==> src/axi_req_fifo.sv <==
/* In-order FIFO for outstanding requests and response IDs
   Circular buffer, wrap-bit pointers, head visible combinationally */
module axi_req_fifo #(
    parameter int WIDTH = 8,
    parameter int DEPTH = 8     // Power of two
) (
    input  bit               ACLK,
    input  bit               ARESETn,
    input  logic             push,
    input  logic [WIDTH-1:0] push_data,
    output logic             full,
    input  logic             pop,
    output logic             empty,
    output logic [WIDTH-1:0] head
);

    localparam int PTR_W = $clog2(DEPTH);

    logic [WIDTH-1:0] mem [DEPTH];
    logic [PTR_W:0]   wptr;     // MSB is the wrap bit
    logic [PTR_W:0]   rptr;
    logic             do_push;
    logic             do_pop;

    assign do_push = push && !full;
    assign do_pop  = pop && !empty;

    // ----------------------------------------
    // Status from the pointers
    // ----------------------------------------
    assign empty = (wptr == rptr);
    assign full  = (wptr[PTR_W] != rptr[PTR_W]) &&
                   (wptr[PTR_W-1:0] == rptr[PTR_W-1:0]);

    assign head = mem[rptr[PTR_W-1:0]];   // Oldest entry

    // Storage
    always_ff @(posedge ACLK) begin
        if (do_push) begin
            mem[wptr[PTR_W-1:0]] <= push_data;
        end
    end

    always_ff @(posedge ACLK or negedge ARESETn) begin
        if (!ARESETn) begin
            wptr <= '0;
            rptr <= '0;
        end else begin
            if (do_push) begin
                wptr <= wptr + 1'b1;
            end
            if (do_pop) begin
                rptr <= rptr + 1'b1;
            end
        end
    end

endmodule

==> config.mk <==
export PLATFORM = sky130hd
export DESIGN_NAME = axi_req_fifo
export DESIGN_NICKNAME = d
export VERILOG_FILES = /design/src/axi_req_fifo.sv
export SDC_FILE = /design/constraint.sdc
export NUM_CORES = 1
export LEC_CHECK = 0
export ABC_AREA = 1
export BUFFER_PORTS_ARGS = -buffer_cell sky130_fd_sc_hd__buf_4
export CAP_MARGIN = 20
export CORE_MARGIN = 5
export CORE_UTILIZATION = 64
export CTS_CLUSTER_DIAMETER = 100
export CTS_CLUSTER_SIZE = 14
export DETAILED_ROUTE_END_ITERATION = 8
export HOLD_SLACK_MARGIN = 0.03
export PLACE_DENSITY = 0.87
export RECOVER_POWER = 25
export SETUP_SLACK_MARGIN = 0.05
export SLEW_MARGIN = 5
export SYNTH_ARGS = -nofsm -noshare
export SYNTH_HDL_FRONTEND = slang
export SYNTH_SLANG_ARGS = --single-unit
==> constraint.sdc <==
create_clock -name ACLK -period 3.56 [get_ports ACLK]
set_input_delay 0 -clock ACLK [delete_from_list [all_inputs] [get_ports ACLK]]
set_output_delay 0 -clock ACLK [all_outputs]
set_load 0.05 [all_outputs]
==> Yosys cells after proc, flatten, opt, wreduce, memory -nomap -nowiden <==
Memory sizes are Yosys's and may differ from the RTL's.
Index checks and enable logic that the tools add are counted.
{ "classes": {"add_sub_neg": 2, "eq_ne": 3, "mux": 2, "reduce_logical": 5} }
{ "ops": {"columns": ["op", "n"], "rows": [
  ["4-bit by 1-bit adder with 4-bit output (second input constant)", 2],
  ["4-bit equality test", 1],
  ["3-bit equality test", 1],
  ["1-bit logical AND", 3],
  ["1-bit zero test", 2],
  ["1-bit 2-to-1 mux", 2],
  ["1-bit != test", 1]
]} }
{ "word_totals": {"memories": 1, "regBits": 8, "mem_bits_rw": 64, "wordCells": 15, "input_bits": 12} }
{ "mem_list": {"columns": ["memory", "words", "word_bits", "rd", "rd_clocked_by_memory_dff", "wr", "line_no", "rtl"], "rows": [
  ["mem", 8, 8, 1, 0, 1, "19", "logic [WIDTH-1:0] mem [DEPTH];"]
]} }

==> Longest topological paths before layout <==
Gate-level depths: netlist of run 1.
{ "depth": {"depth_word": 6, "ltp_mapped": 9, "depth_no_buf": 8} }

==> Worst setup path after synthesis of run 1 <==
OpenSTA, ideal clock, no wires.
{ "synth_path": {"path_type": "register to register", "from": "register rptr[0]", "to": "memory mem[4][0], enable pin", "setup_time_ns": 0.370, "t_arrival_ns": 1.304, "required_ns": 3.190, "stages_incl_launch_ff": 7, "n_path_buf": 1, "path_slack_ns": 1.885, "cell_sequence": "dfrtp_1 -> buf_4 -> nand2_1 -> nand2_2 -> nand4_4 -> nand3_2 -> nor2_1"} }
{ "synth_between": {"elab_chain_len": 6} }
{ "synth_lines": {"columns": ["item", "line_no", "rtl"], "rows": [
  ["from (decl)", "21", "logic [PTR_W:0] rptr;"],
  ["from (signal assigned)", "53", "rptr <= rptr + 1'b1;"],
  ["3-bit equality test", "33", "(wptr[PTR_W-1:0] == rptr[PTR_W-1:0]);"],
  ["1-bit logical AND", "32", "assign full = (wptr[PTR_W] != rptr[PTR_W]) &&"],
  ["1-bit zero test", "25", "assign do_push = push && !full;"],
  ["1-bit logical AND", "25", null],
  ["1-bit 2-to-1 mux", "39", "if (do_push) begin"],
  ["1-bit 2-to-1 mux (not written as such)", "40", "mem[wptr[PTR_W-1:0]] <= push_data;"],
  ["to (decl)", "19", null]
]} }
Every way passes these cells.

==> Worst setup path in the final report of run 1 <==
{ "layout_path": {"from": "register rptr[1]", "to": "memory mem[6][7], enable pin"} }
The elaborated chain is that of the path after synthesis.

==> impl_results.md, run 1 <==
- Final ANT Viol Nets: 0
- GR Overflow Total: 0
- CP max FO: 21
- Max clock buf depth: 2
- XOR/XNOR Fraction of Synth Area: 0.860%
- # Max-Cap Violations: 0
- Fin nets: 316
- Initial antenna violation count: 0
- First-pass DRT Iterations: 7
- Vias per inst: 5.94
- Core Region: 0.00469 sq mm
- Hold Path Origin: pop
- EDFF count, synth: 64
- Crit share post-route: 69.3%
- Final setup violation count: 0
- Area of the multi-input gates: 823 sq um
- Worst slew margin: 50.2%
- Slew at the pin with the worst max-slew slack: 0.745 ns
- Main combinational cell family by area after synthesis: simple AND/OR/NAND/NOR gates
- H-tree levels: 3
- Skew final: 0.00665 ns
- Crit path DAT: 2.44 ns
- Fraction of layout cells with a size suffix above 1: 13.4%
- Die Ht: 79.1 um
- Synth Area in Compound Gates: 8.80%
- Final core occ: 74.7%
- Post-synth ARST share: 11.1%
- Worst setup SP type: flop
- Starting density of the core: 65.1%
- Synth-to-Final Area Change: 14.7%
- CTS clk-pin slew, worst paths: 0.07 ns
- Total Neg Setup Slack: 0 ns
- Reg2reg start: rptr[1]
- Status: finished, final reports clean
- Worst Setup SP: rptr[1]
- Worst VDD drop: 0.443 mV
- Final hold vios: 0
- I/O Buffers: 21
- Syn nets: 283
- Core Rows: 25
- Fill cell count: 322
- Drt wl/cell: 19.1 um
- Die W: 79.1 um
- Sequential fraction of the synthesis area: 69.4%
- Die ar.: 0.00626 sq mm
- Resize count post-CTS: 0
- CTS tree: yes
- Root Driver: clkbuf_8
- Hold Path Class: primary input to flop
- CTS sink count: 72
- DR iter-0 viols: 291
- Total Routing Usage GR: 24.7%
- Max-slew violations: 0
- GPL Wtd Cong: 0.875
- Post-CTS Setup Repair Bufs: 0
- Fin Hold WS: 0.464 ns
- Worst Setup Path Type: flop to flop
- Synth top area cells: edfxtp_1, nand2_1, dfrtp_1
- #FFs+latches synth: 72
- PwrDens: 922 mW/mm^2
- CP Capture Type: flop
- Post-synth top area cell: edfxtp_1
- Share of the synthesized area in the top cell type: 62.9%
- Mapped Cells: 269
- Netlist Area Pre-Place: 0.00306 sq mm
- Final worst path period need: 2.47 ns
- Post-Synth Simple-Gate Area: 16.5%
- Drt total wl: 6910 um
- Post-detail-place hpwl: 4680 um
- DRC viols: 0
- Via count: 2145
- Synth Warn #: 0
- Static leakage: 1.34 nW
- Avg Cell Area, Syn: 11.4 sq um
- Largest net degree at the start of global routing: 38
- Vias in the first global route: 2090
- Worst skew pair latency: 0.35 ns
- Critical Path RT: 3.54 ns
- Netlist cell types: 21
- IO Pins: 22
- First-pass GRT wire length: 11000 um
- RSZ-0062 raised after global routing: no
- Post-synth top flop: edfxtp_1
- Post-synthesis mux area share: 0%
- Adder-Cell Fraction of Synth Area: 0.819%
- Antenna Cells: 0
- Clock buffer count from CTS: 9
- Max Fclk: 406 MHz
- Seq. cell area: 0.00212 sq mm
[critical path, cell delays in order, from the launching register on]
cell and delay [ns]:
dfrtp_1 0.61, inv_1 0.39, nand2_1 0.12, nand2_2 0.10, inv_2 0.05, nand4_4 0.11, nand3_2 0.12, nor2_1 0.59
[metal layers]
layer	GRT usage (%)	share of wire, %	up-vias
met3	5.78	10	17
li1	-	-	998
met5	0	0	-
met2	38.4	49	115
met1	32.6	39	1015
met4	12.7	1.8	0
[layout make-up]
class / count / area share, %
multi-input cells: 173 / 23.5
clock buffers: 15 / 4.46
inverters: 12 / 1.36
flip-flops and latches: 72 / 60.5
well taps: 54 / 1.93
clock inverters: 1 / 0.857
repair buffers: 34 / 7.39
[kinds of logic after synthesis]
| kind of cell | after synthesis |
|---|---|
| flip-flops | 72 |
| XOR/XNOR | 3 |
| buffers and inverters | 24 |
| AO/OA/AOI/OAI | 49 |
| adder cells (fa/ha/maj) | 2 |
| AND/OR/NAND/NOR | 119 |
[synth_stat cells (all sizes together), types with 2 or more instances]
cell / n
buf: 9
inv: 12
xor2: 3
nand3: 11
edfxtp: 64
nor2: 42
dfrtp: 8
o22ai: 16
o21ai: 32
clkbuf: 3
nand2: 65
ha: 2
[stage by stage]
step	power, W	setup slack (ns)	instance area [sq um]	std cells
floorplan	0.00223	1.89	3060	269
global placement	0.00256	1.31	3230	333
detailed placement	0.00260	1.19	3230	333
CTS	0.00323	1.19	3530	361
global route	0.00341	0.924	3510	361
finish	0.00323	1.09	3510	361
[sequential cells by signal, summed over array words and instances, names as in the netlist]
signal,flops
wptr,4
rptr,4
mem,64
[power breakdown]
group          leakage (nW)  switching (W)  internal, W
sequential            0.681       0.000129      0.00108
clock                0.0919       0.000280     0.000345
combinational         0.569        0.00100     0.000398
total                  1.34        0.00141      0.00182
[worst paths after layout]
kind,slack [ns],end,cells past startpoint
max,1.09,mem[6][7],7
min,0.46,rptr[2],4
max reg2reg,1.09,mem[6][7],7
min reg2reg,0.50,rptr[3],2
max in group asynchronous,2.62,wptr[3],3
min in group asynchronous,0.64,rptr[2],3
[layout by cell type (no fill, tap or decap)]
| master | instances |
|---|---|
| edfxtp_1 | 64 |
| nand2_1 | 59 |
| nor2_1 | 42 |
| o21ai_0 | 32 |
| o22ai_1 | 16 |
| buf_4 | 15 |
| clkbuf_1 | 12 |
| dlygate4sd3_1 | 12 |
| nand3_1 | 10 |
| clkbuf_8 | 10 |
| dfrtp_1 | 8 |
| inv_1 | 6 |
| inv_2 | 5 |
| nand2_2 | 5 |
| xor2_1 | 3 |
| ha_1 | 2 |
| inv_4 | 1 |
| nand4_4 | 1 |
| nand2_4 | 1 |
| nand3_2 | 1 |
| a21oi_2 | 1 |
| bufinv_16 | 1 |
[timing repair]
action,CTS,global route
endpoints found under the setup margin,0,0
hold buffers,12,0
endpoints found under the hold margin,79,0
No activity file was read; power rests on OpenSTA's default activity.
==> run 2, diff against run 1 <==
--- a/config.mk
+++ b/config.mk
@@ -5,16 +5,16 @@
 export SDC_FILE = /design/constraint.sdc
 export NUM_CORES = 1
 export LEC_CHECK = 0
-export ABC_AREA = 1
+export ABC_AREA = 0
 export BUFFER_PORTS_ARGS = -buffer_cell sky130_fd_sc_hd__buf_4
 export CAP_MARGIN = 20
 export CORE_MARGIN = 5
-export CORE_UTILIZATION = 64
+export CORE_UTILIZATION = 54
 export CTS_CLUSTER_DIAMETER = 100
 export CTS_CLUSTER_SIZE = 14
 export DETAILED_ROUTE_END_ITERATION = 8
 export HOLD_SLACK_MARGIN = 0.03
-export PLACE_DENSITY = 0.87
+export PLACE_DENSITY = 0.78
 export RECOVER_POWER = 25
 export SETUP_SLACK_MARGIN = 0.05
 export SLEW_MARGIN = 5
==> constraint.sdc (replaced) <==
create_clock -name ACLK -period 2.2 [get_ports ACLK]
set_input_delay 0 -clock ACLK [delete_from_list [all_inputs] [get_ports ACLK]]
set_output_delay 0 -clock ACLK [all_outputs]
set_load 0.05 [all_outputs]
==> run 2 against run 1 <==
Compared with the run above:
- sequential share of layout area is 4.7 points lower
- sequential cell count is the same
- non-clock buffer count is 14 higher
- combinational power increased by 100%
- largest cell class unchanged
==> impl_results.md, run 2 <==
- Post-synth top area cell: edfxtp_1
- DRC viols: 0 (unchanged)
- Syn nets: 165 (-42%)
- Hold Path Class: primary input to flop
- IO Pins: 22 (unchanged)
- P_sw: 0.00225 W (+59%)
- Clock buffer count from CTS: 9 (unchanged)
- Met1 usage: 20.8% (-12 points)
- Fin nets: 217 (-31%)
- # Max-Cap Violations: 0 (unchanged)
- DR iter-0 viols: 132 (-55%)
- GR Overflow Total: 0 (unchanged)
- CTS tree: yes
- I/O Buffers: 21 (unchanged)
- GR peak layer: met2
- #FFs+latches synth: 72 (unchanged)
- Area after DPL: 0.00348 sq mm (+7.9%)
- Vias in the first global route: 1760 (-16%)
- Part of the power in combinational logic: 48.2% (+4.8 points)
- Synth top area cells: edfxtp_1, mux4_1, dfrtp_1
- Final ANT Viol Nets: 0 (unchanged)
- H-tree levels: 3 (unchanged)
- Mapped Cells: 151 (-44%)
- Post-synth ARST share: 11.1% (unchanged)
- Netlist cell types: 33 (+57%)
- Core Rows: 28 (+12%)
- Die ar.: 0.00751 sq mm (+20%)
- PwrDens: 1540 mW/mm^2 (+67%)
- First-pass DRT Iterations: 4 (-3)
- GPL Wtd Cong: 0.800 (-8.5%)
- Final setup violation count: 0 (unchanged)
- Share of the synthesized area in the top cell type: 60.6% (-2.3 points)
- First-pass GRT wire length: 9230 um (-16%)
- Non-filler cells, final: 283 (-22%)
- Antenna Cells: 0 (unchanged)
- Drt wl/cell: 20.2 um (+5.6%)
- Crit share post-route: 95.6%
- Sequential fraction of the synthesis area: 66.9% (-2.5 points)
- Max Fclk: 476 MHz
- Drt total wl: 5720 um (-17%)
- Post-synth top flop: edfxtp_1
- Final worst path period need: 2.10 ns
- Starting density of the core: 54.6% (-11 points)
- Slew at the pin with the worst max-slew slack: 0.933 ns (+0.189 ns)
- Avg Cell Area, Syn: 21.0 sq um (+85%)
- Root Driver: clkbuf_8
- Post-detail-place hpwl: 3760 um (-20%)
- Seq. cell area: 0.00212 sq mm (unchanged)
- Total Routing Usage GR: 16.9% (-7.8 points)
- CTS clk-pin slew, worst paths: 0.08 ns (about the same)
- Met2 Resource Use GR: 28.3% (-10 points)
- Pint: 0.00360 W (+98%)
- Sequential power share: 33.1% (-4.2 points)
- EDFF count, synth: 64 (unchanged)
- Met3 Use GR: 4.09% (-1.7 points)
- Final hold vios: 0 (unchanged)
- Netlist Area Pre-Place: 0.00317 sq mm (+3.8%)
- CTS sink count: 72 (unchanged)
- Worst setup SP type: flop
- Skew final: 0.0110 ns (+0.00431 ns)
- Status: finished, final reports clean
- Most common cell after layout, fill and taps aside: edfxtp_1
- Design Area, Final: 0.00380 sq mm (+8.4%)
- Vias per inst: 5.67 (-4.6%)
- Area of the multi-input gates: 987 sq um (+20%)
- Core Region: 0.00582 sq mm (+24%)
- Worst Setup Path Type: flop to output pin
- Clock share of power: 18.7% (-0.6 points)
- Worst skew pair latency: 0.33 ns (-0.02 ns)
- Initial antenna violation count: 0 (unchanged)
- Die Ht: 86.7 um (+9.5%)
- Crit path DAT: 2.10 ns (-0.34 ns)
- RSZ-0062 raised after global routing: yes
- Worst VDD drop: 0.836 mV (+89%)
- Critical Path RT: 2.20 ns (-1.34 ns)
- CP Capture Type: output pin
- Fraction of layout cells with a size suffix above 1: 35.1% (+22 points)
- CP max FO: 20 (-4.8%)
- Worst slew margin: 37.5% (-13 points)
- Via count: 1605 (-25%)
- Most frequent cells in the layout: edfxtp_1, buf_4, dlygate4sd3_1
- Post-CTS Setup Repair Bufs: 0 (unchanged)
- Cells after DPL: 255 (-23%)
- Top cells by count, synth: edfxtp_1, mux2_4, mux4_1
- Synth Warn #: 0 (unchanged)
- Top-count cell post-synth: edfxtp_1
- Fill cell count: 418 (+30%)
- Die W: 86.7 um (+9.5%)
- Largest net degree at the start of global routing: 21 (-45%)
- Max-slew violations: 0 (unchanged)
- Max clock buf depth: 2 (unchanged)
- Max reg flops: 64 (unchanged)
- Synth-to-Final Area Change: 19.7%
- Static leakage: 1.35 nW (+0.77%)
- Switching share of total power: 38.4% (-5.3 points)
-- run 2: changes by cell type after synthesis, moves of 10 or more --
cell / before / now
nand3_1: 10 / 0
o22ai_1: 16 / 0
o21ai_0: 32 / 0
nand2_1: 59 / 4
nor2_1: 42 / 5
-- run 2: per-stage QoR --
stage | setup TNS [ns] | worst slack (ns) | total power, W | hold WS [ns] | utilization (%)
floorplan | -0.693 | -0.0433 | 0.00401 | -0.296 | -
global placement | 0 | 0.258 | 0.00465 | -0.177 | 59.9
detailed placement | 0 | 0.182 | 0.00474 | -0.169 | 59.9
CTS | 0 | 0.0646 | 0.00589 | 0.435 | 65.7
global route | 0 | 0.0397 | 0.00612 | 0.471 | 65.3
finish | 0 | 0.0972 | 0.00585 | 0.450 | 65.3
-- run 2: final cells by class --
cell class                      instances  share of cell area [%]
Clock inverter                          6                    2.21
Multi-Input combinational cell         70                    26.0
Inverter                                2                   0.198
Clock buffer                           10                    3.36
Timing Repair Buffer                   48                    9.91
Sequential cell                        72                    55.9
Tap cell                               75                    2.47
-- run 2: routing by layer --
| layer | vias to the layer above | part of all wire [%] | wire, um |
|---|---|---|---|
| met3 | 6 | 4.8 | 275 |
| met4 | 0 | 1.1 | 64 |
| met1 | 831 | 41 | 2370 |
| met2 | 38 | 53 | 3010 |
| met5 | - | 0 | 0 |
| li1 | 730 | - | - |
-- run 2: final timing paths --
check	startpoint	end	slack, ns	depth (start not counted)
hold reg to reg	wptr[3]	wptr[3]	0.62	2
max in group asynchronous	ARESETn	rptr[3]	1.23	3
setup reg to reg	rptr[0]	mem[7][4]	0.1	4
setup / recovery	rptr[0]	head[4]	0.1	4
hold / removal	push_data[7]	mem[0][7]	0.45	2
min in group asynchronous	ARESETn	wptr[3]	0.67	3
-- run 2: what timing repair did --
action,4_1_cts,5_1_grt
endpoints found under the setup margin,8,3
gates resized for setup,2,1
hold buffers,12,0
endpoints found under the hold margin,76,0
-- run 2: power by group through the flow --
stage / Clock (W) / Sequential (W) / Combinational [W]
2_1_floorplan: 0 / 0.00190 / 0.00210
3_3_place_gp: 0 / 0.00194 / 0.00271
3_5_place_dp: 0 / 0.00196 / 0.00279
4_1_cts: 0.00111 / 0.00193 / 0.00284
5_1_grt: 0.00118 / 0.00196 / 0.00298
6_report: 0.00109 / 0.00194 / 0.00282
-- run 2: kinds of logic (layout without fill, tap and decap cells) --
family | Yosys count | after routing | synth area share [%]
DFF | 72 | 72 | 66.9
and+or+nand+nor | 24 | 24 | 4.73
xor gates and xnor gates | 9 | 9 | 3.90
buffers and inverters | 9 | 66 | 2.29
adders and majority gates | 2 | 2 | 0.789
AOI/OAI and AO/OA | 9 | 9 | 4.38
muxes | 26 | 26 | 17.0
-- run 2: worst max-delay path, cell delays in order (launching register included) --
cell and delay, ns:
dfrtp_1 0.45, buf_12 0.22, mux4_1 0.61, mux2_4 0.30, buf_4 0.19
==> run 3, diff against run 2 <==
--- a/config.mk
+++ b/config.mk
@@ -6,7 +6,7 @@
 export NUM_CORES = 1
 export LEC_CHECK = 0
 export ABC_AREA = 0
-export BUFFER_PORTS_ARGS = -buffer_cell sky130_fd_sc_hd__buf_4
+export BUFFER_PORTS_ARGS = -buffer_cell sky130_fd_sc_hd__clkbuf_2
 export CAP_MARGIN = 20
 export CORE_MARGIN = 5
 export CORE_UTILIZATION = 54
==> run 3 against run 2 <==
Compared with the run above:
- non-clock buffer count decreased by 1
- core utilization decreased by 0.77 points
- via count fell by 0.31%
- clock skew decreased by 0.0053 ns
- setup slack gained 0.036 ns
- wire length is 6.1% higher
- clock power fell by 18%
- highest routed layer unchanged
- sequential cell count unchanged
- total power fell by 3.6%
- clock-buffer cell count down 1
==> impl_results.md, run 3 (synthesized netlist as in run 2, its figures left out) <==
- Max-slew violations: 0 (unchanged)
- Die W: 86.7 um (unchanged)
- Final core occ: 64.5% (-0.77 points)
- Worst Slack Setup Final: 0.134 ns (+0.0364 ns)
- Status: finished, final reports clean
- CTS sink count: 72 (unchanged)
- Final ANT Viol Nets: 0 (unchanged)
- CP Capture Type: output pin
- Reg2Reg Depth: 3 (-1)
- Slew at the pin with the worst max-slew slack: 0.882 ns (-0.0513 ns)
- Most common cell after layout, fill and taps aside: edfxtp_1
- Max clock buf depth: 2 (unchanged)
- Root Driver: clkbuf_8
- RSZ-0062 raised after global routing: no
- Max Fclk: 484 MHz (+1.8%)
- Die ar.: 0.00751 sq mm (unchanged)
- CTS tree: yes
- Worst slew margin: 41.0% (+3.4 points)
- Vias per inst: 5.67 (about the same)
- Core Rows: 28 (unchanged)
- Reg2reg start: wptr[2]
- R2r setup slk: 0.18 ns (+0.08 ns)
- Crit path DAT: 2.07 ns (-0.03 ns)
- Hold Path Class: primary input to asynchronous set/reset pin
- CP max FO: 10 (-50%)
- Drt wl/cell: 21.5 um (+6.5%)
- Via count: 1600 (-0.31%)
- Final setup violation count: 0 (unchanged)
- Starting density of the core: 54.6% (unchanged)
- Core Region: 0.00582 sq mm (unchanged)
- Fraction of layout cells with a size suffix above 1: 37.2% (+2.1 points)
- GR Overflow Total: 0 (unchanged)
- Largest net degree at the start of global routing: 21 (unchanged)
- Worst skew pair latency: 0.34 ns (about the same)
- Die Ht: 86.7 um (unchanged)
- Drt total wl: 6070 um (+6.1%)
- DR iter-0 viols: 152 (+15%)
- Final worst path period need: 2.07 ns (-0.0364 ns)
- DRC viols: 0 (unchanged)
- Final hold vios: 0 (unchanged)
- Clock buffer count from CTS: 9 (unchanged)
- Synth-to-Final Area Change: 18.3%
- Vias in the first global route: 1703 (-3.2%)
- Max reg flops: 64 (unchanged)
- Fin nets: 216 (-0.46%)
- Initial antenna violation count: 0 (unchanged)
- Fill cell count: 425 (+1.7%)
- Most frequent cells in the layout: edfxtp_1, clkbuf_2, buf_4, dlygate4sd3_1
- First-pass DRT Iterations: 4 (unchanged)
- Post-detail-place hpwl: 3780 um (+0.47%)
- Worst VDD drop: 0.800 mV (-4.4%)
- Worst Setup Path Type: flop to output pin
- CTS clk-pin slew, worst paths: 0.08 ns (about the same)
- # Max-Cap Violations: 0 (unchanged)
- PwrDens: 1500 mW/mm^2 (-2.4%)
- GPL Wtd Cong: 0.826 (+3.2%)
- Worst reg2reg path endpoint: mem[7][1]
- Setup WS pre-CTS: 0.163 ns (-0.0186 ns)
- Worst setup SP type: flop
- Total Routing Usage GR: 18.4% (+1.5 points)
- Antenna Cells: 0 (unchanged)
- Skew final: 0.00569 ns (-0.00526 ns)
- Critical Path RT: 2.20 ns (about the same)
- Static leakage: 1.32 nW (-2.4%)
- First-pass GRT wire length: 9730 um (+5.5%)
- H-tree levels: 3 (unchanged)
- IO Pins: 22 (unchanged)
- Crit share post-route: 93.9% (-1.7 points)
- I/O Buffers: 21 (unchanged)
[run 3: cell types whose count changed in the layout (fill, tap and decap cells not counted), moves of 3 or more]
cell        change
buf_4          -16
clkbuf_2       +12
clkinvlp_4      +4
buf_2           +3
clkbuf_1        -3
[run 3: final cells by class]
type / count / area (sq um) / area share [%]
clock buffers: 9 / 124 / 3.30
clock inverters: 7 / 47.5 / 1.27
inverters: 2 / 7.51 / 0.200
multi-input cells: 70 / 987 / 26.3
flip-flops and latches: 72 / 2120 / 56.6
well taps: 75 / 93.8 / 2.50
repair buffers: 47 / 369 / 9.83
[run 3: worst max-delay path, stage by stage (launching register included)]
cell and delay [ns]:
dfrtp_2 0.45, buf_12 0.17, mux4_1 0.59, mux2_4 0.30, clkbuf_4 0.21
[run 3: per-stage QoR]
step / instances / total power [W] / hold slack [ns] / TNS (ns) / instance area, sq um
6_report: 282 / 0.00564 / 0.132 / 0 / 3750
5_1_grt: 282 / 0.00593 / 0.153 / 0 / 3750
4_1_cts: 281 / 0.00565 / 0.0413 / 0 / 3740
3_5_place_dp: 253 / 0.00460 / -0.133 / 0 / 3410
3_3_place_gp: 253 / 0.00449 / -0.143 / 0 / 3410
2_1_floorplan: 151 / 0.00401 / -0.296 / -0.693 / 3180
[run 3: worst max-delay path by stage]
stage / startpoint / endpoint / depth (start not counted) / slack (ns)
after floorplan: wptr[0] / mem[5][0] / 4 / -0.04
after global placement: wptr[2] / mem[7][7] / 3 / 0.23
after detailed placement: wptr[2] / mem[7][4] / 3 / 0.16
after CTS: rptr[0] / head[5] / 4 / 0.06
after global routing: rptr[0] / head[7] / 4 / 0.05
final: rptr[0] / head[4] / 4 / 0.13
[run 3: what timing repair did]
item                                   in CTS  in global routing
hold buffers                               11                  0
gates resized for setup                     5                  5
buffers inserted                            0                  1
endpoints found under the hold margin      76                  0
gates cloned                                1                  0
setup endpoints to repair                   8                  6
[run 3: report_power, final]
group          total [W]  internal (W)  switching (W)
clock network   0.000899      0.000406       0.000493
logic            0.00279       0.00117        0.00162
registers        0.00195       0.00176       0.000188
total            0.00564       0.00333        0.00230
[run 3: layer usage]
| metal | global-route usage (%) | wire [um] | vias to the layer above |
|---|---|---|---|
| met5 | 0 | 0 | - |
| met1 | 23.9 | 2540 | 815 |
| met3 | 5.51 | 287 | 8 |
| li1 | - | - | 731 |
| met2 | 29.8 | 3180 | 46 |
| met4 | 6.09 | 60 | 0 |
