==> src/axi_mem_defs.svh <==
/* Bus widths, outstanding depth and memory size for the AXI3 slave memory
   Derived index and byte-offset widths */
`ifndef AXI_MEM_DEFS_SVH
`define AXI_MEM_DEFS_SVH

// ----------------------------------------
// AXI field widths
// ----------------------------------------
`define AXI_DATA_W      64      // Fixed data width
`define AXI_STRB_W      8       // One strobe per data byte
`define AXI_ADDR_W      32
`define AXI_ID_W        4
`define AXI_LEN_W       4       // AXI3 bursts of 1 to 16 beats

// ----------------------------------------
// Capacity
// ----------------------------------------
`define AXI_MO_DEPTH    8       // Outstanding requests per direction
`define AXI_MEM_WORDS   1024    // Power of two, index wraps

// Word index width and byte offset inside a beat
`define AXI_IDX_W       $clog2(`AXI_MEM_WORDS)
`define AXI_BYTE_OFS    $clog2(`AXI_STRB_W)

`endif

==> src/axi_mem_pkg.sv <==
/* Shared types of the AXI3 slave memory
   Burst type, address request struct, data beat union */
`include "axi_mem_defs.svh"

package axi_mem_pkg;

    // ----------------------------------------
    // Burst type, AXI3 AxBURST encoding
    // ----------------------------------------
    typedef enum logic [1:0] {
        FIXED = 2'b00,
        INCR  = 2'b01,
        WRAP  = 2'b10
    } axi_burst_e;

    // ----------------------------------------
    // One AR or AW request, 42 bits
    // ----------------------------------------
    typedef struct packed {
        axi_burst_e             burst;
        logic [`AXI_ADDR_W-1:0] addr;
        logic [`AXI_LEN_W-1:0]  len;   // Beats minus one
        logic [`AXI_ID_W-1:0]   id;
    } axi_req_t;

    // One data beat, seen as a word or as bytes
    typedef union packed {
        logic [`AXI_DATA_W-1:0]      word;
        logic [`AXI_STRB_W-1:0][7:0] bytes;  // Byte 0 is the lowest lane
    } axi_beat_u;

endpackage

==> src/axi_req_fifo.sv <==
/* In-order FIFO for outstanding requests and response IDs
   Circular buffer, wrap-bit pointers, head visible combinationally */
module axi_req_fifo #(
    parameter int WIDTH = 8,
    parameter int DEPTH = 8     // Power of two
) (
    input  bit               ACLK,
    input  bit               ARESETn,
    input  logic             push,
    input  logic [WIDTH-1:0] push_data,
    output logic             full,
    input  logic             pop,
    output logic             empty,
    output logic [WIDTH-1:0] head
);

    localparam int PTR_W = $clog2(DEPTH);

    logic [WIDTH-1:0] mem [DEPTH];
    logic [PTR_W:0]   wptr;     // MSB is the wrap bit
    logic [PTR_W:0]   rptr;
    logic             do_push;
    logic             do_pop;

    assign do_push = push && !full;
    assign do_pop  = pop && !empty;

    // ----------------------------------------
    // Status from the pointers
    // ----------------------------------------
    assign empty = (wptr == rptr);
    assign full  = (wptr[PTR_W] != rptr[PTR_W]) &&
                   (wptr[PTR_W-1:0] == rptr[PTR_W-1:0]);

    assign head = mem[rptr[PTR_W-1:0]];   // Oldest entry

    // Storage
    always_ff @(posedge ACLK) begin
        if (do_push) begin
            mem[wptr[PTR_W-1:0]] <= push_data;
        end
    end

    always_ff @(posedge ACLK or negedge ARESETn) begin
        if (!ARESETn) begin
            wptr <= '0;
            rptr <= '0;
        end else begin
            if (do_push) begin
                wptr <= wptr + 1'b1;
            end
            if (do_pop) begin
                rptr <= rptr + 1'b1;
            end
        end
    end

endmodule

==> src/axi_beat_tracker.sv <==
/* Beat counter and word address generator for one burst
   FIXED, INCR and WRAP address rules */
`include "axi_mem_defs.svh"

module axi_beat_tracker (
    input  bit                     ACLK,
    input  bit                     ARESETn,
    input  axi_mem_pkg::axi_req_t  req,
    input  logic                   beat,        // Beat handshake
    output logic                   last,
    output logic [`AXI_IDX_W-1:0]  word_addr
);

    import axi_mem_pkg::*;

    localparam int IDX_W = `AXI_IDX_W;
    localparam int LEN_W = `AXI_LEN_W;

    logic [LEN_W-1:0] count;        // Beats done in this burst
    logic [LEN_W-1:0] len_p1;
    logic [IDX_W-1:0] base_idx;
    logic [IDX_W-1:0] count_idx;
    logic [IDX_W-1:0] wrap_mask;
    logic [IDX_W-1:0] incr_idx;
    logic             wrap_ok;

    // ----------------------------------------
    // Beat counting
    // ----------------------------------------
    assign last = (count == req.len);

    always_ff @(posedge ACLK or negedge ARESETn) begin
        if (!ARESETn) begin
            count <= '0;
        end else if (beat) begin
            count <= last ? '0 : count + 1'b1;
        end
    end

    // ----------------------------------------
    // Address rule
    // ----------------------------------------
    assign base_idx  = req.addr[`AXI_BYTE_OFS +: IDX_W];   // Word above byte offset
    assign count_idx = {{(IDX_W-LEN_W){1'b0}}, count};
    assign incr_idx  = base_idx + count_idx;

    // WRAP needs 2, 4, 8 or 16 beats
    assign len_p1    = req.len + 1'b1;
    assign wrap_ok   = (req.len != '0) && ((req.len & len_p1) == '0);
    assign wrap_mask = {{(IDX_W-LEN_W){1'b0}}, req.len};

    always_comb begin
        case (req.burst)
            INCR: word_addr = incr_idx;
            WRAP: begin
                if (wrap_ok) begin
                    // Low bits roll over, upper bits stay
                    word_addr = (base_idx & ~wrap_mask) | (incr_idx & wrap_mask);
                end else begin
                    word_addr = base_idx;
                end
            end
            default: word_addr = base_idx;     // FIXED and reserved
        endcase
    end

endmodule

==> src/axi_wr_engine.sv <==
/* Write data channel engine
   Strobed memory writes, response ID queue, B channel */
`include "axi_mem_defs.svh"

module axi_wr_engine (
    input  bit                       ACLK,
    input  bit                       ARESETn,
    input  axi_mem_pkg::axi_req_t    req,         // Head of write FIFO
    input  logic                     req_valid,
    output logic                     req_pop,
    input  logic                     wr_hold,
    input  logic                     br_hold,
    input  logic                     wvalid,
    output logic                     wready,
    input  logic                     wlast,
    output logic                     mem_wr_en,
    output logic [`AXI_IDX_W-1:0]    mem_wr_addr,
    input  logic                     bready,
    output logic                     bvalid,
    output logic [`AXI_ID_W-1:0]     bid
);

    logic beat;
    logic burst_end;
    logic resp_full;
    logic resp_empty;
    logic resp_pop;

    // ----------------------------------------
    // W channel
    // ----------------------------------------
    // Needs an address and room for the response
    assign wready    = req_valid && !resp_full && !wr_hold;
    assign beat      = wvalid && wready;
    assign burst_end = beat && wlast;
    assign req_pop   = burst_end;

    assign mem_wr_en = beat;    // Write at the handshake edge

    // Count clears inside the tracker on its own last beat
    axi_beat_tracker u_tracker (
        .ACLK      (ACLK),
        .ARESETn   (ARESETn),
        .req       (req),
        .beat      (beat),
        .last      (),
        .word_addr (mem_wr_addr)
    );

    // ----------------------------------------
    // B channel
    // ----------------------------------------
    assign bvalid   = !resp_empty && !br_hold;
    assign resp_pop = bvalid && bready;

    // IDs of bursts whose data is complete
    axi_req_fifo #(
        .WIDTH (`AXI_ID_W),
        .DEPTH (`AXI_MO_DEPTH)
    ) u_resp_fifo (
        .ACLK      (ACLK),
        .ARESETn   (ARESETn),
        .push      (burst_end),
        .push_data (req.id),
        .full      (resp_full),
        .pop       (resp_pop),
        .empty     (resp_empty),
        .head      (bid)
    );

endmodule

==> config.mk <==
export PLATFORM = sky130hd
export DESIGN_NAME = axi_wr_engine
export DESIGN_NICKNAME = d
export VERILOG_FILES = /design/src/axi_mem_pkg.sv /design/src/axi_req_fifo.sv /design/src/axi_beat_tracker.sv /design/src/axi_wr_engine.sv
export VERILOG_INCLUDE_DIRS = /design/src
export SDC_FILE = /design/constraint.sdc
export NUM_CORES = 1
export LEC_CHECK = 0
export BUFFER_PORTS_ARGS = -buffer_cell sky130_fd_sc_hd__buf_4
export CAP_MARGIN = 40
export CORE_ASPECT_RATIO = 2
export CORE_UTILIZATION = 50
export DETAILED_ROUTE_END_ITERATION = 10
export PLACE_DENSITY = 0.73
export SKIP_LAST_GASP = 1
export SLEW_MARGIN = 20
export SYNTH_ARGS = -nofsm -noshare
export SYNTH_HDL_FRONTEND = slang
export SYNTH_SLANG_ARGS = --single-unit
export TNS_END_PERCENT = 20
==> constraint.sdc <==
create_clock -name ACLK -period 2.21 [get_ports ACLK]
set_input_delay 0.1105 -clock ACLK [delete_from_list [all_inputs] [get_ports ACLK]]
set_output_delay 0.1105 -clock ACLK [all_outputs]
set_load 0.05 [all_outputs]
Word-level counts from Yosys, hierarchy flattened
Memories as Yosys holds them, arrays and structs flattened.
Cells that the tools add are included.

cells by class
  add/subtract/negate cells = 5
  equality and inequality tests = 6
  mux-type cells = 5
  bitwise logic cells = 5
  reduce and logical (&&, ||, !) cells = 16

operator list
  operator                                                         count
  10-bit case mux with 2 select lines                              1
  4-bit by 1-bit adder with 4-bit output, second input constant    4
  10-bit by 4-bit adder with 10-bit output                         1
  10-bit bitwise AND                                               1
  10-bit by 4-bit bitwise AND with 10-bit output                   1
  1-bit logical AND                                                10
  10-bit two-way mux                                               1
  4-bit inverter with 10-bit output                                1
  10-bit OR                                                        1
  4-bit == test                                                    2
  4-bit bitwise AND                                                1
  1-bit zero test                                                  4
  4-bit zero test                                                  1
  4-bit two-way mux                                                1
  4-bit nonzero test                                               1
  3-bit == test                                                    1
  2-bit by 1-bit == test with 1-bit output, second input constant  1
  2-bit == test, second input constant                             1
  1-bit two-way mux                                                2
  1-bit inequality test                                            1

word-level totals
  register bits = 12
  bits in writable memories = 32
  bits of input ports = 50
  output and inout bits = 18
  word-level logic and storage cells = 41
  memories = 1

memory list
  name             depth  width  rd ports  clocked after memory_dff  write ports  RTL line            source
  u_resp_fifo.mem  8      4      1         0                         1            axi_req_fifo.sv:19  logic [WIDTH-1:0] mem [DEPTH];

Depth between registers and ports, before layout
Gate-level depths: netlist (run 1).

  word-level depth = 10
  gate-level depth with buffers = 8
  mapped depth without buffers = 8

Hierarchy
A second synthesis (run 1) with hierarchy kept.

second synthesis, totals
  cells, all modules = 205
  area, all modules = 2683.8 um^2

modules (own cells, without submodules)
  module            times used  cells an instance  area each (um^2)  seq. area each (um^2)
  axi_req_fifo      1           105                1850.5            1161.1
  axi_beat_tracker  1           95                 797.0             100.1
  axi_wr_engine     1           5                  36.3              0.0

Worst setup path before layout (run 1)
Ideal clock, no wire load.

  path kind = register to register
  start point = register u_resp_fifo.wptr[0]
  end point = memory u_resp_fifo.mem[0][0] (netlist bit), enable pin
  library setup time = 0.377 ns
  data arrival time = 2.216 ns
  data required time = 1.833 ns
  path slack = -0.383 ns
  stages on the path, launching flop included = 8
  path buffers = 1
  clock period less this slack = 2.593 ns
  path through = dfrtp_1 -> buf_4 -> xnor2_1 -> a41oi_2 -> nand2_2 -> inv_4 -> nand2_4 -> nor4_1

on the way
  word-level cells in the longest chain between the ends = 10

ends and longest elaborated chain
  element                                  RTL line             source
  start: declaration                       axi_req_fifo.sv:20   logic [PTR_W:0] wptr;
  start signal: assignment                 axi_req_fifo.sv:50   wptr <= wptr + 1'b1;
  3-bit == test                            axi_req_fifo.sv:33   (wptr[PTR_W-1:0] == rptr[PTR_W-1:0]);
  1-bit logical AND                        axi_req_fifo.sv:32   assign full = (wptr[PTR_W] != rptr[PTR_W]) &&
  1-bit zero test                          axi_wr_engine.sv:33  assign wready = req_valid && !resp_full && !wr_hold;
  1-bit logical AND (2 in a row)           axi_wr_engine.sv:33
  via wready                               axi_wr_engine.sv:14  output logic wready,
  1-bit logical AND                        axi_wr_engine.sv:34  assign beat = wvalid && wready;
  via mem_wr_en                            axi_wr_engine.sv:16  output logic mem_wr_en,
  1-bit logical AND                        axi_wr_engine.sv:35  assign burst_end = beat && wlast;
  1-bit logical AND                        axi_req_fifo.sv:25   assign do_push = push && !full;
  1-bit two-way mux                        axi_req_fifo.sv:39   if (do_push) begin
  1-bit two-way mux (implied by the code)  axi_req_fifo.sv:40   mem[wptr[PTR_W-1:0]] <= push_data;
  end: declaration                         axi_req_fifo.sv:19

The timed path passes the listed nets, and every way through them passes these cells.

Worst setup path in the final report (run 1)
  start point = register u_tracker.count[0]
  end point = output port mem_wr_addr[6]

on the way
  word-level cells in the longest chain between the ends = 5

ends and longest elaborated chain
  element                                         RTL line                source
  start: declaration                              axi_beat_tracker.sv:19  logic [LEN_W-1:0] count;
  start signal: assignment                        axi_beat_tracker.sv:36  count <= last ? '0 : count + 1'b1;
  10-bit by 4-bit adder with 10-bit output (*)    axi_beat_tracker.sv:45  assign incr_idx = base_idx + count_idx;
  10-bit by 4-bit bitwise AND with 10-bit output  axi_beat_tracker.sv:58  word_addr = (base_idx & ~wrap_mask) | (incr_idx & wrap_mask);
  10-bit OR                                       axi_beat_tracker.sv:58
  10-bit two-way mux                              axi_beat_tracker.sv:56  if (wrap_ok) begin
  10-bit case mux with 2 select lines (*)         axi_beat_tracker.sv:53  case (req.burst)
  end: declaration                                axi_wr_engine.sv:17     output logic [`AXI_IDX_W-1:0] mem_wr_addr,

Every way passes the cells marked *; elsewhere a longest branch is shown, timed or not.

==> reports/results.tsv, run 1 <==
stage	metric	value	unit
placement	Port Buffers	45	
synth	dominant cells by area after synthesis	edfxtp_1, dfrtp_1, mux4_2	
die	Placement Rows	35	
cells_and_area	area grow syn2layout	28.0	%
power_and_ir_drop	Sequential Power Share	32.2	%
placement	post-detail-place hpwl	4120	um
critical_path	CP Capture Type	output pin	
power_and_ir_drop	VDD IR-drop max	0.818	mV
synth	syn avg cell area	12.3	um2
cells_and_area	fraction of layout cells with a size suffix above 1	39.7	%
clock_network	clk sinks	44	
die	Ports	68	
critical_path	Worst EP arrival	2.18	ns
clock_network	root buffer cell	clkbuf_8	
power_and_ir_drop	Combinational Power Share	50.7	%
sta	Slew headroom	72.3	%
routing	via count	1778	
grt	vias in the first global route	1841	
synth	Syn Inst Count	200	
routing	Remaining DRCs	0	
routing	ANT nets after route	0	
power_and_ir_drop	Sw Pwr	1330	uW
synth	Synth async-reset ratio	27.3	%
clock_network	total CTS buffers	5	
status	outcome	finished, violations left	
routing	vias per cell	5.61	
synth	Top FF cell, synth	edfxtp_1	
synth	sequential-to-total area share from yosys stat	51.3	%
cells_and_area	Nets	321	
cells_and_area	# diodes	0	
power_and_ir_drop	Clock power frac	17.1	%
clock_network	TritonCTS clock tree	yes	
power_and_ir_drop	Power Density	1090	nW/um2
sta	Max Fclk	436	MHz
synth	top-count cell post-synth	edfxtp_1	
sta	setup TNS	-0.292	ns
critical_path	critical path required time	2.10	ns
synth	synthesized area	2460	um2
job	max cap viols	0	
clock_network	# H-tree levels	2	
die	Die Width	51.6	um
power_and_ir_drop	Net Sw Frac	38.8	%
die	initial core utilization	53.0	%
power_and_ir_drop	Lkg Pwr	0.00125	uW
placement	Routability Congestion	0.751	
clock_network	insertion delay to the later sink of the worst-skew pair	0.29	ns
die	Core Footprint	4640	um2
cells_and_area	multi-input combinational cell area	1190	um2
min_path	Hold Crit Class	primary input to flip-flop	
clock_network	Clock transition at path regs	0.08	ns
die	die footprint	5220	um2
sta	final-report hold violation count	0	
synth	largest area contributor in the netlist	edfxtp_1	
routing	DRT Pass-1 Iters	4	
routing	DR iter-0 viols	24	
sta	RSZ-0062 raised after global routing	true	
cells_and_area	sequential cell area	1260	um2
grt	GRT Total Usage	21.9	%
synth	Synth top area share	39.1	%
placement	Place WS	0.0567	ns
routing	overall routed net length	5170	um
sta	setup ws final	-0.0813	ns
critical_path	crit path launch type	flip-flop	
sta	hold_ws	0.0488	ns
synth	syn_nets	260	
die	die height	101	um
sta	Final Setup Violations	6	
synth	Yosys warnings	0	
clock_network	clock buffer depth	2	
synth	register bit count reported by yosys	44	
status	violated checks	negative setup slack	
grt	initial antenna violation count	0	
cells_and_area	fill count	386	
critical_path	Setup CP Type	flip-flop to output pin	
sta	fin crit period	2.29	ns
grt	first-pass GRT wire length	8220	um
grt	largest net degree at the start of global routing	14	
power_and_ir_drop	P_int	2090	uW
sta	Final Cycle Share	104	%
sta	Clock Skew	0.00605	ns
clock_network	setup bufs post-CTS	0	
synth	leading cell types by count after synthesis	edfxtp_1, nand2_1, o21ai_0	
grt	GRT overflow	0	
critical_path	crit-path max FO	3	
sta	Pins Over Slew Limit	0	
routing	drt wl/cell	16.3	um
synth	Yosys cell types	44	
sta	Slew @ Worst Pin	0.414	ns
synth	Post-synth EDFFs	32	
[state kept, by name, indices dropped and copies added (netlist names)]
name	count
u_tracker.count	4
u_resp_fifo.wptr	4
u_resp_fifo.rptr	4
u_resp_fifo.mem	32
[cell families after synthesis]
| family | share of synthesized area, % |
|---|---|
| AND/OR/NAND/NOR | 12.7 |
| flip-flops | 51.3 |
| AO/OA/AOI/OAI | 8.75 |
| buffers and inverters | 3.56 |
| multiplexers | 11.9 |
| XOR/XNOR | 6.36 |
| adder cells (fa/ha/maj) | 5.39 |
[per-stage QoR]
| step | instances | total power (uW) | utilization (%) | area (um2) |
|---|---|---|---|---|
| after floorplan | 200 | 2380 | - | 2500 |
| after global placement | 308 | 2780 | 64.2 | 2980 |
| after detailed placement | 308 | 2830 | 64.2 | 2980 |
| after CTS | 317 | 3440 | 67.3 | 3120 |
| after global routing | 317 | 3620 | 67.8 | 3150 |
| final | 317 | 3430 | 67.8 | 3150 |
[power by group through the flow]
stage                     combinational (uW)  clock (uW)  sequential, uW
final                                   1740         586            1100
after global routing                    1870         629            1110
after CTS                               1740         601            1100
after detailed placement                1710           0            1120
after global placement                  1660           0            1120
after floorplan                         1280           0            1090
[timing repair]
item / 4_1_cts / 5_1_grt
setup endpoints to repair: 7 / 8
cloned: 0 / 0
hold buffers: 1 / 0
pin swaps: 5 / 4
endpoints found under the hold margin: 12 / 0
gates resized for setup: 11 / 5
[metal layers]
metal | global-route usage [%] | part of all wire [%] | up-vias
met5 | 0 | 0 | -
met4 | 14.3 | 4.3 | 0
met3 | 1.95 | 2.9 | 15
met2 | 42.7 | 59 | 52
met1 | 20.1 | 34 | 850
li1 | - | - | 861
[worst paths after layout]
kind,startpoint,end,slack (ns),depth (start not counted)
setup / recovery,u_tracker.count[0]$_DFFE_PN0P_,mem_wr_addr[6],-0.08,9
hold / removal,req[2],u_resp_fifo.mem[5][2]$_DFFE_PP_,0.05,1
setup reg to reg,u_resp_fifo.wptr[3]$_DFFE_PN0P_,u_resp_fifo.mem[1][1]$_DFFE_PP_,0.26,6
hold reg to reg,u_resp_fifo.rptr[3]$_DFFE_PN0P_,u_resp_fifo.rptr[3]$_DFFE_PN0P_,0.53,1
max in group asynchronous,ARESETn,u_tracker.count[3]$_DFFE_PN0P_,1.85,2
min in group asynchronous,ARESETn,u_resp_fifo.wptr[2]$_DFFE_PN0P_,0.19,2
[worst max-delay path, cell delays in order (launching register included)]
cell,delay [ns]
dfrtp_1,0.40
ha_2,0.21
inv_1,0.05
fa_2,0.35
nor2b_2,0.14
o21ai_2,0.07
a21oi_2,0.20
a31oi_1,0.12
a31oi_2,0.17
buf_6,0.18
[layout by cell type, fill, tap and decap left out, types with 2 or more instances in the layout]
master    count
o21ai_0      10
and2_1        2
edfxtp_1     32
buf_4        58
nor2_1        8
and4_1        3
dfrtp_1      11
mux2_2        6
mux2i_1       3
xor2_1        3
nand4_1       5
mux4_2        8
nor2b_1       2
o21ai_2       2
nor3_1        4
a31oi_1       4
o21ai_1       2
nand2b_1      5
buf_6         3
ha_1          7
nand3_1       7
inv_1         9
a31oi_2       2
clkbuf_8      5
xnor2_1      13
nand2_1      14
a21oi_1       5
[final cells by class]
type	instances	area share [%]
multi-input cells	138	37.8
clock inverters	2	1.11
flip-flops and latches	44	40.1
clock buffers	6	2.31
well taps	55	2.19
repair buffers	62	15.2
inverters	10	1.27
Note: power is estimated with default switching activity, not from simulation.
==> run 2: changes to the inputs <==
--- a/config.mk
+++ b/config.mk
@@ -11,7 +11,7 @@
 export CORE_ASPECT_RATIO = 2
 export CORE_UTILIZATION = 50
 export DETAILED_ROUTE_END_ITERATION = 10
-export PLACE_DENSITY = 0.73
+export PLACE_DENSITY = 0.76
 export SKIP_LAST_GASP = 1
 export SLEW_MARGIN = 20
 export SYNTH_ARGS = -nofsm -noshare
==> constraint.sdc (replaced) <==
create_clock -name ACLK -period 2.4 [get_ports ACLK]
set_input_delay 0.12 -clock ACLK [delete_from_list [all_inputs] [get_ports ACLK]]
set_output_delay 0.12 -clock ACLK [all_outputs]
set_load 0.05 [all_outputs]
==> run 2 against run 1 <==
Against the previous run:
- the flow now finishes without violations
- utilization shrank 1.5 points
- setup slack better by 0.14 ns
- register-to-register slack improved by 0.09 ns
- die area stayed put
- wire length decreased by 0.19%
- sequential cell count stayed put
- combinational power is 17% lower
- sequential power is essentially flat
- clock skew about the same
- clock power is 12% higher
- total power shrank 7.3%
- critical endpoint unchanged
==> reports/results.tsv, run 2 (synthesis results as in run 1) <==
stage	metric	value	unit
power_and_ir_drop	P_int	1970	uW
critical_path	reg2reg start	u_resp_fifo.wptr[0]$_DFFE_PN0P_	
sta	Final Cycle Share	97.5	%
critical_path	CP Capture Type	output pin	
cells_and_area	fraction of layout cells with a size suffix above 1	35.5	%
grt	vias in the first global route	1835	
routing	overall routed net length	5160	um
power_and_ir_drop	Combinational Power Share	45.7	%
sta	Slew headroom	63.2	%
min_path	Hold Crit Class	primary input to flip-flop	
routing	vias per cell	5.67	
sta	final-report hold violation count	0	
die	Placement Rows	35	
clock_network	root buffer cell	clkbuf_8	
critical_path	R2R depth	4	
placement	Routability Congestion	0.807	
cells_and_area	fill count	381	
critical_path	critical path required time	2.28	ns
die	die height	101	um
grt	GRT Total Usage	22.5	%
grt	GRT overflow	0	
routing	DRT Pass-1 Iters	4	
sta	Slew @ Worst Pin	0.546	ns
cells_and_area	most common cell after layout, fill and taps aside	buf_4	
die	Die Width	51.6	um
sta	Clock Skew	0.00606	ns
power_and_ir_drop	Net Sw Frac	37.8	%
power_and_ir_drop	Lkg Pwr	0.00123	uW
grt	largest net degree at the start of global routing	15	
cells_and_area	# diodes	0	
power_and_ir_drop	total power	3170	uW
clock_network	TritonCTS clock tree	yes	
clock_network	insertion delay to the later sink of the worst-skew pair	0.30	ns
sta	Max Fclk	427	MHz
power_and_ir_drop	Sw Pwr	1200	uW
sta	fin crit period	2.34	ns
clock_network	Clock transition at path regs	0.08	ns
job	max cap viols	0	
critical_path	Worst Setup SP	u_tracker.count[0]$_DFFE_PN0P_	
routing	Remaining DRCs	0	
die	initial core utilization	53.0	%
sta	setup TNS	0	ns
clock_network	clock buffer depth	2	
die	Core Footprint	4640	um2
grt	initial antenna violation count	0	
clock_network	clk sinks	44	
routing	drt wl/cell	16.6	um
power_and_ir_drop	Sequential Power Share	33.7	%
power_and_ir_drop	VDD IR-drop max	0.643	mV
status	outcome	finished clean	
critical_path	crit path launch type	flip-flop	
critical_path	crit-path max FO	3	
die	Ports	68	
cells_and_area	commonest non-fill, non-tap cells in the layout	buf_4, edfxtp_1, nand2_1, xnor2_1	
power_and_ir_drop	Clock power frac	20.6	%
routing	DR iter-0 viols	32	
cells_and_area	max reg flops	32	
placement	Port Buffers	45	
sta	Pins Over Slew Limit	0	
die	die footprint	5220	um2
routing	ANT nets after route	0	
critical_path	reg2reg end	u_resp_fifo.mem[3][3]$_DFFE_PP_	
clock_network	total CTS buffers	5	
critical_path	Worst Setup EP	mem_wr_addr[6]	
cells_and_area	Nets	315	
clock_network	# H-tree levels	2	
grt	first-pass GRT wire length	8330	um
placement	post-detail-place hpwl	4160	um
sta	RSZ-0062 raised after global routing	true	
critical_path	Worst EP arrival	2.22	ns
critical_path	Setup CP Type	flip-flop to output pin	
routing	via count	1762	
sta	Final Setup Violations	0	
power_and_ir_drop	Power Density	1030	nW/um2
critical_path	reg-to-reg setup timing slack	0.35	ns
cells_and_area	area grow syn2layout	25.1	%
-- run 2: through the flow --
step / setup WS (ns) / instance area (um2) / instances / util [%] / hold slack [ns]
floorplan: -0.0646 / 2480 / 200 / - / -0.176
global placement: 0.196 / 2910 / 301 / 62.7 / -0.0314
detailed placement: 0.182 / 2910 / 301 / 62.7 / -0.0330
CTS: -0.0308 / 3070 / 311 / 66.1 / 0.0441
global route: -0.115 / 3080 / 311 / 66.3 / 0.0517
finish: 0.0607 / 3080 / 311 / 66.3 / 0.0483
-- run 2: worst min-delay path by stage --
stage | cells past startpoint | slack, ns | startpoint | to
2_1_floorplan | 0 | -0.18 | ARESETn | u_resp_fifo.rptr[0]$_DFFE_PN0P_
3_3_place_gp | 1 | -0.03 | ARESETn | u_resp_fifo.rptr[1]$_DFFE_PN0P_
3_5_place_dp | 1 | -0.03 | ARESETn | u_resp_fifo.rptr[1]$_DFFE_PN0P_
4_1_cts | 1 | 0.04 | req[2] | u_resp_fifo.mem[4][2]$_DFFE_PP_
5_1_grt | 1 | 0.05 | req[0] | u_resp_fifo.mem[7][0]$_DFFE_PP_
6_report | 1 | 0.05 | req[2] | u_resp_fifo.mem[4][2]$_DFFE_PP_
-- run 2: critical path: stages, from the launching register on --
cell	delay [ns]
dfrtp_1	0.41
ha_2	0.21
inv_1	0.05
fa_2	0.35
nor2b_1	0.12
o21ai_1	0.09
a21oi_2	0.22
a31oi_1	0.12
a31oi_2	0.17
buf_6	0.18
-- run 2: per-layer routing --
layer | wire, um | global-route usage, %
met1 | 1650 | 18.9
met2 | 3190 | 45.3
met3 | 140 | 3.00
met4 | 176 | 14.1
met5 | 0 | 0
-- run 2: repair_timing --
| item | CTS | global route |
|---|---|---|
| endpoints found under the hold margin | 12 | 0 |
| endpoints found under the setup margin | 5 | 6 |
| resized for setup | 5 | 4 |
| buffers inserted | 1 | 0 |
| hold buffers | 1 | 0 |
| pin swaps | 3 | 3 |
-- run 2: area by class of cell --
type / instances / area [um2] / share of cell area [%]
Inverter: 10 / 40.0 / 1.30
Clock inverter: 2 / 60.1 / 1.95
Multi-Input combinational cell: 138 / 1140 / 37.1
Clock buffer: 6 / 72.6 / 2.36
Tap cell: 55 / 68.8 / 2.24
Sequential cell: 44 / 1260 / 41.0
Timing Repair Buffer: 56 / 430 / 14.0
-- run 2: power by group through the flow --
stage          Sequential (uW)  Combinational [uW]  Clock [uW]
5_1_grt                   1090                1560         695
2_1_floorplan             1010                1170           0
4_1_cts                   1070                1450         665
6_report                  1070                1450         654
3_5_place_dp              1090                1440           0
3_3_place_gp              1080                1400           0
